$ cat src/design/sccb_config.svh
// SCCB camera setup constants: bus divider, device IDs and register table
`ifndef SCCB_CONFIG_SVH
`define SCCB_CONFIG_SVH

// PCLK cycles per SCCB clock half period, 4 or more
`define SCCB_HALF_PERIOD 4

// device IDs of the sensor
`define SCCB_WR_ID 8'h60
`define SCCB_RD_ID 8'h61

// slave ID register and the value it must return
`define SCCB_ID_REG    8'hF7
`define SCCB_ID_EXPECT 8'h60

// register table, {address, data} per entry
`define CFG_LEN 4
`define CFG_ENTRY_0 16'hFF01
`define CFG_ENTRY_1 16'h1280
`define CFG_ENTRY_2 16'hFF00
`define CFG_ENTRY_3 16'h2CFF

`endif
$ cat src/design/sccb_pkg.sv
// SCCB shared types for the camera configuration path
`default_nettype none

package sccb_pkg;

    typedef logic [7:0] sccb_byte_t;  // data byte on the bus
    typedef logic [7:0] sccb_addr_t;  // sensor register address

    // one request from the sequencer to the bus master
    typedef struct packed {
        logic       rd;    // 1 reads addr, 0 writes data to addr
        sccb_addr_t addr;
        sccb_byte_t data;  // ignored on a read
    } sccb_req_t;

    // bus master phases
    typedef enum logic [2:0] {
        PH_IDLE,
        PH_START,
        PH_SHIFT,
        PH_ACK,
        PH_STOP,
        PH_RESTART
    } sccb_phase_t;

    // configuration sequencer states
    typedef enum logic [2:0] {
        CFG_IDLE,
        CFG_ISSUE,
        CFG_WAIT_WR,
        CFG_ISSUE_RD,
        CFG_WAIT_RD,
        CFG_FINISH
    } cfg_state_t;

endpackage

`default_nettype wire

$ cat src/design/sccb_config_seq.sv
// SCCB configuration sequencer, writes the register table then checks the sensor ID
`timescale 1ns/1ps
`default_nettype none
`include "sccb_config.svh"

module sccb_config_seq (
    input  logic                 pclk,
    input  logic                 presetn,
    input  logic                 start,
    input  logic                 txn_busy,
    input  logic                 txn_done,
    input  logic                 nack,
    input  sccb_pkg::sccb_byte_t rd_data,
    output sccb_pkg::sccb_req_t  req,
    output logic                 req_valid,
    output logic                 busy,
    output logic                 done,
    output logic                 error
);

    localparam int IW = $clog2(`CFG_LEN);

    // {address, data} pairs in issue order
    localparam logic [15:0] CFG_ROM [`CFG_LEN] = '{
        `CFG_ENTRY_0,
        `CFG_ENTRY_1,
        `CFG_ENTRY_2,
        `CFG_ENTRY_3
    };

    sccb_pkg::cfg_state_t state;
    logic [IW-1:0]        idx;    // current table entry
    logic                 id_ok;  // outcome of the run

    always_ff @(posedge pclk or negedge presetn) begin
        if (!presetn) begin
            state     <= sccb_pkg::CFG_IDLE;
            idx       <= '0;
            id_ok     <= 1'b0;
            req       <= '0;
            req_valid <= 1'b0;
            busy      <= 1'b0;
            done      <= 1'b0;
            error     <= 1'b0;
        end else begin
            req_valid <= 1'b0;
            case (state)
                sccb_pkg::CFG_IDLE: begin
                    if (start) begin
                        busy  <= 1'b1;
                        done  <= 1'b0;  // sticky flags clear on a new run
                        error <= 1'b0;
                        idx   <= '0;
                        state <= sccb_pkg::CFG_ISSUE;
                    end
                end
                sccb_pkg::CFG_ISSUE: begin
                    if (!txn_busy) begin
                        req_valid <= 1'b1;
                        req       <= '{rd: 1'b0, addr: CFG_ROM[idx][15:8], data: CFG_ROM[idx][7:0]};
                        state     <= sccb_pkg::CFG_WAIT_WR;
                    end
                end
                sccb_pkg::CFG_WAIT_WR: begin
                    if (txn_done) begin
                        if (nack) begin
                            id_ok <= 1'b0;  // abandon the table
                            state <= sccb_pkg::CFG_FINISH;
                        end else if (idx == IW'(`CFG_LEN - 1)) begin
                            state <= sccb_pkg::CFG_ISSUE_RD;
                        end else begin
                            idx   <= idx + 1'b1;
                            state <= sccb_pkg::CFG_ISSUE;
                        end
                    end
                end
                sccb_pkg::CFG_ISSUE_RD: begin
                    if (!txn_busy) begin
                        req_valid <= 1'b1;
                        req       <= '{rd: 1'b1, addr: `SCCB_ID_REG, data: 8'h00};
                        state     <= sccb_pkg::CFG_WAIT_RD;
                    end
                end
                sccb_pkg::CFG_WAIT_RD: begin
                    if (txn_done) begin
                        id_ok <= !nack && (rd_data == `SCCB_ID_EXPECT);
                        state <= sccb_pkg::CFG_FINISH;
                    end
                end
                sccb_pkg::CFG_FINISH: begin
                    busy  <= 1'b0;
                    done  <= id_ok;
                    error <= !id_ok;
                    state <= sccb_pkg::CFG_IDLE;
                end
                default: state <= sccb_pkg::CFG_IDLE;
            endcase
        end
    end

endmodule

`default_nettype wire

$ cat config.mk
export PLATFORM = sky130hd
export DESIGN_NAME = sccb_config_seq
export DESIGN_NICKNAME = d
export VERILOG_FILES = /design/src/design/sccb_pkg.sv /design/src/design/sccb_config_seq.sv
export VERILOG_INCLUDE_DIRS = /design/src /design/src/design
export SDC_FILE = /design/constraint.sdc
export NUM_CORES = 1
export LEC_CHECK = 0
export BUFFER_PORTS_ARGS = -buffer_cell sky130_fd_sc_hd__buf_4
export CAP_MARGIN = 15
export CORE_AREA = 2 2 48 50
export CTS_BUF_LIST = sky130_fd_sc_hd__clkbuf_16
export DETAILED_ROUTE_END_ITERATION = 12
export DIE_AREA = 0 0 50 52
export PLACE_DENSITY_LB_ADDON = 0.25
export SLEW_MARGIN = 20
export SYNTH_ARGS = -nofsm -noshare
export SYNTH_HDL_FRONTEND = slang
export SYNTH_SLANG_ARGS = --single-unit
$ cat constraint.sdc
create_clock -name pclk -period 2.9 [get_ports pclk]
set_input_delay 0.58 -clock pclk [delete_from_list [all_inputs] [get_ports pclk]]
set_output_delay 0.58 -clock pclk [all_outputs]
set_load 0.05 [all_outputs]
== Word level (Yosys, flattened, before mapping) ==
Index checks and enable logic that the tools add are counted.

* Output and inout bits: 21
* Register bits: 27

* Order comparisons: 1
* Mux-type cells: 30
* Bitwise logic cells: 1
* Reductions and logical operators: 14
* Equal/unequal tests: 15
* Add/subtract/negate cells: 1

{| class="wikitable"
|+ Operators with widths
! kind !! number
|-
| 2-to-1 mux 17 bit || 2
|-
| one-hot mux 17 bit (2 select lines) || 1
|-
| binary-select mux 16 bit (select 2 bit) || 1
|-
| 2-to-1 mux 16 bit || 2
|-
| 2-to-1 mux 3 bit || 6
|-
| != test 2 bit, second input constant || 8
|-
| one-hot mux 3 bit (5 select lines) || 1
|-
| 2-to-1 mux 2 bit || 5
|-
| AND reduction 5 bit || 2
|-
| equality test 8 x 7 -> 1 bit, second input constant || 1
|-
| one-hot mux 1 bit (2 select lines) || 4
|-
| nonzero test 2 bit || 4
|-
| 2-to-1 mux 1 bit || 7
|-
| equality test 3 x 2 -> 1 bit, second input constant || 2
|-
| equality test 3 bit, second input constant || 2
|-
| one-hot mux 2 bit (2 select lines) || 1
|-
| AND reduction 4 bit || 1
|-
| equality test 3 x 1 -> 1 bit, second input constant || 1
|-
| greater-or-equal comparator 3 bit, second input constant || 1
|-
| zero test 3 bit || 1
|-
| NOT 2 -> 3 bit || 1
|-
| AND reduction 3 bit || 1
|-
| adder 2 x 1 -> 2 bit, second input constant || 1
|-
| equality test 2 bit, second input constant || 1
|-
| other kinds (4) || 5
|}

== Longest topological paths before layout ==
* Depth in word-level cells: 6
* Depth in mapped cells: 4

== Worst setup path after synthesis ==
OpenSTA, ideal clock, no wires.

* Path kind: in2reg
* From: input port rd_data[3]
* To: register id_ok
* Library setup time: 0.082 ns
* Required time: 2.818 ns
* Stages on the path: 3
* Setup slack: 1.300 ns
* Data arrival time: 1.518 ns
* Cell sequence: or4b_1 > or3_1 > o22ai_1

* Longest elaborated chain between the ends: 4

{| class="wikitable"
|+ Ends and longest elaborated chain
! element !! line !! source
|-
| from (decl) || sccb_config_seq.sv:13 || <nowiki>input sccb_pkg::sccb_byte_t rd_data,</nowiki>
|-
| equality test 8 x 7 -> 1 bit (no line) || n/a ||
|-
| logical AND 1 bit || sccb_config_seq.sv:86 || <nowiki>id_ok <= !nack && (rd_data == `SCCB_ID_EXPECT);</nowiki>
|-
| 2-to-1 mux 1 bit || sccb_config_seq.sv:85 || <nowiki>if (txn_done) begin</nowiki>
|-
| one-hot mux 1 bit (2 select lines) || sccb_config_seq.sv:47 || <nowiki>case (state)</nowiki>
|-
| to (signal assigned) || sccb_config_seq.sv:86 ||
|-
| to (decl) || sccb_config_seq.sv:33 || <nowiki>logic id_ok;</nowiki>
|}

Every way passes these cells. The select of a mux whose other input is x is not followed.
A chain may end at the register's enable or synchronous reset.

== Final worst setup path ==
* From: register state[0]
* To: register req[12] (netlist name)

* Longest elaborated chain between the ends: 3
* Elaborated cells between the ends (all ways): 7
* Classes of those cells: eq/ne (4); mux (1); reduce/logical (2)

{| class="wikitable"
|+ Ends and longest elaborated chain
! element !! line !! source
|-
| from (decl) || sccb_config_seq.sv:31 || <nowiki>sccb_pkg::cfg_state_t state;</nowiki>
|-
| from (signal assigned) || sccb_config_seq.sv:37 || <nowiki>state <= sccb_pkg::CFG_IDLE;</nowiki>
|-
| from (signal assigned) || sccb_config_seq.sv:54 || <nowiki>state <= sccb_pkg::CFG_ISSUE;</nowiki>
|-
| from (signal assigned) || sccb_config_seq.sv:61 || <nowiki>state <= sccb_pkg::CFG_WAIT_WR;</nowiki>
|-
| equality test 3 x 1 -> 1 bit or equality test 3 x 2 -> 1 bit (tied branches) || sccb_config_seq.sv:47 ||
|-
| != test 2 bit (no line) or nonzero test 2 bit (tied branches) || n/a ||
|-
| AND reduction 3 bit (no line) || n/a ||
|-
| to (signal assigned) || sccb_config_seq.sv:60 || <nowiki>req <= '{rd: 1'b0, addr: CFG_ROM[idx][15:8], data: CFG_ROM[idx][7:0]};</nowiki>
|-
| to (signal assigned) || sccb_config_seq.sv:80 || <nowiki>req <= '{rd: 1'b1, addr: `SCCB_ID_REG, data: 8'h00};</nowiki>
|-
| to (decl) || sccb_config_seq.sv:14 || <nowiki>output sccb_pkg::sccb_req_t req,</nowiki>
|}

Several ways; a longest one is shown, not always the timed one.

==> run_results.csv <==
group,metric,value,unit
synth,synthTopCellsByCount,"18 x dfrtp_1, 10 x nand2_1, 9 x buf_4",
clock_tree,clk-insertion-delay-late,0.24,ns
detailed_routing,wl,1.826,mm
clock_tree,cts_tree,"done",
sta,hold_violations,0,
hold_path,min_path_type,"in -> async",
global_routing,overflow,0,
synth,synth_edf_count,0,
detailed_routing,vias_per_cell,5.191,
synth,synthCells,99,
sta,maxSlewHeadroom,65.10,%
clock_tree,clock_path_buffers,2,
worst_setup_path,crit_arrival,1.75,ns
global_routing,grt_pass1_wl,3.139,mm
sta,slew_violations,0,
clock_tree,cts_setup_buffers,0,
worst_setup_path,required,3.03,ns
floorplanning,die_width,50,µm
synth,yosysMostFrequentCell,"dfrtp_1",
placed_design,pre_cts_ws,1.175,ns
layout,num-nets-final,143,
synth,avgSynthCellArea,9.858,µm²
status,status,"complete, no violations",
global_routing,grt_pass1_vias,731,
synth,synth_nets,117,
clock_tree,cts_root_buffer,"clkbuf_16",
layout,areaGrowthSynthToFinish,29.10,%
clock_tree,holdBufCountCts,0,
detailed_routing,first_pass_iters,4,
power_and_ir_drop,p_per_area,1148,mW/mm²
worst_setup_path,reg2regPathDepth,4,
global_routing,grt_max_degree,19,
layout,drive_gt1_share,32.26,%
sta,setup_ws,1.288,ns
clock_tree,clk_pin_slew,0.05,ns
synth,synth.area.top_cells,"dfrtp_1 46%, buf_4 6.9%, ha_1 5.1%, nand2_1 3.8%, o31ai_1 3.1%",
layout,n_fill_cell,196,
worst_setup_path,path_depth,4,
clock_tree,cts-buffers-inserted,3,
floorplanning,io_pins,35,
worst_setup_path,slowest_stage,"or3b_1",
clock_tree,cts_num_sinks,18,
detailed_routing,detail-route-antenna-nets,0,
synth,ys_seq_area_share,46.15,%
worst_setup_path,end_kind,"flop",
synth,synth.cell_area,975.9,µm²
worst_setup_path,crit_buf_inv,1,
synth,yosysTopAreaCellShare,46.15,%
job,max_cap_violations,0,
synth,synthDistinctLibCells,35,
worst_setup_path,critical-path-top-delay-family,"simple AND/OR/NAND/NOR gates",
placed_design,hpwl,1.339,mm
floorplanning,die_area,0.002600,mm²
worst_setup_path,max_stage_delay,0.57,ns
sta,fmax,620.5,MHz
sta,rsz0062_at_grt,"no",
synth,synth-seq-cells,18,
placed_design,globalplace.congestion,0.7811,
sta,period_share,55.58,%
synth,ys.flop_type,"dfrtp_1",
worst_setup_path,cp_cell_sequence,"or3b_1 -> inv_2 -> nand3_1 -> o21a_1",
power_and_ir_drop,ir_drop,0.7287,mV
global_routing,grt_usage,15.64,%
power_and_ir_drop,leakage,0.5997,nW
worst_setup_path,r2r-end,"req[12]$_DFFE_PN0P_",
synth,synth-warning-count,0,
worst_setup_path,crit_path_max_fanout,13,
floorplanning,rows,17,
detailed_routing,dr.first_iter.drc_count,14,
floorplanning,die_height,52,µm
layout,num_antenna_cells,0,
clock_tree,htree_levels,1,
worst_setup_path,cp-start-kind,"flop",
placed_design,portBuffers,34,
clock_tree,ctsResizeCount,0,
worst_setup_path,rr_startpoint,"state[0]$_DFFE_PN0P_",
sta,worst_pin_slew,0.5234,ns
sta,post-route-min-period,1.612,ns
detailed_routing,vias,789,
sta,setup_viol,0,
sta,fin_setup_tns,0,ns
synth,yosysTopAreaCell,"dfrtp_1",
sta,skew,0.002239,ns
detailed_routing,routedWlPerCell,12.01,µm
worst_setup_path,path_class,"reg -> reg",
floorplanning,start_util,46.35,%
global_routing,antenna_found_initial,0,
synth,synth-async-reset-ratio,100.0,%
worst_setup_path,reg2reg_slack,1.29,ns
floorplanning,core_area,0.002106,mm²
detailed_routing,drc,0,
==> placed cells by master (no fill, tap or decap), types with 2 or more instances in the layout <==
master	instances
buf_4	34
dfrtp_1	18
nand2_1	10
a21oi_1	5
inv_1	4
o31ai_1	4
nand2b_1	4
ha_1	4
nor2b_1	3
nor2_1	3
o21ai_1	3
clkbuf_16	3
or3b_1	2
inv_2	2
a311oi_1	2
nand3b_1	2
o22ai_1	2
a211oi_1	2
==> cells by family after synthesis <==
group	Yosys count	share of synthesized area, %
xor+xnor	1	0.8976
mux	2	2.308
fa+ha+maj	4	5.128
flops	18	46.15
buf+inv	19	11.03
simple gates	31	17.95
compound gates	24	16.54
==> flip-flops by register name, indices dropped and copies added, names as in the netlist <==
name	flops
done	1
busy	1
req_valid	1
error	1
idx	2
req	8
state	3
id_ok	1
==> how the worst max path moves through the flow <==
| stage | start | to | slack (ns) |
|---|---|---|---|
| 2_1_floorplan | rd_data[3] | id_ok$_DFFE_PN0P_ | 1.30 |
| 4_1_cts | state[0]$_DFFE_PN0P_ | req[12]$_DFFE_PN0P_ | 1.30 |
| 3_3_place_gp | rd_data[3] | id_ok$_DFFE_PN0P_ | 1.18 |
| 6_report | state[0]$_DFFE_PN0P_ | req[12]$_DFFE_PN0P_ | 1.29 |
| 5_1_grt | state[0]$_DFFE_PN0P_ | req[12]$_DFFE_PN0P_ | 1.15 |
| 3_5_place_dp | rd_data[3] | id_ok$_DFFE_PN0P_ | 1.17 |
==> metrics by stage <==
stage	hold WS, ns	instance area, µm²	util (%)	std cells	total power, W
floorplan	0.2844	975.9	-	99	0.001011
global placement	0.4627	1181	56.09	148	0.001170
detailed placement	0.4616	1181	56.09	148	0.001180
CTS	0.1994	1260	59.83	152	0.001455
global route	0.2026	1260	59.83	152	0.001542
finish	0.1911	1260	59.83	152	0.001447
==> final cells by class <==
type                    instances  area, µm²  share of cell area, %
flip-flops and latches         18      450.4                  35.75
multi-input cells              62      417.9                  33.17
repair buffers                 34      255.2                  20.26
clock buffers                   3      75.07                  5.958
well taps                      28      35.03                  2.781
inverters                       6      22.52                  1.787
clock inverters                 1      3.754                 0.2979
==> layer usage <==
layer  GRT usage (%)  share of wire, %  vias up  wire, µm
met4           6.944              0.71        0        13
met2           28.51                49       36       889
met3           2.011               6.2        2       113
li1                -                 -      390         -
met5               0                 0        -         0
met1           18.21                44      361       809
==> power by group <==
part / internal [W] / leakage (nW) / switching (W)
Sequential: 0.000345 / 0.224 / 0.000116
Clock: 0.000183 / 0.0385 / 0.0000867
Combinational: 0.000244 / 0.337 / 0.000472
No activity file was read; power rests on OpenSTA's default activity.
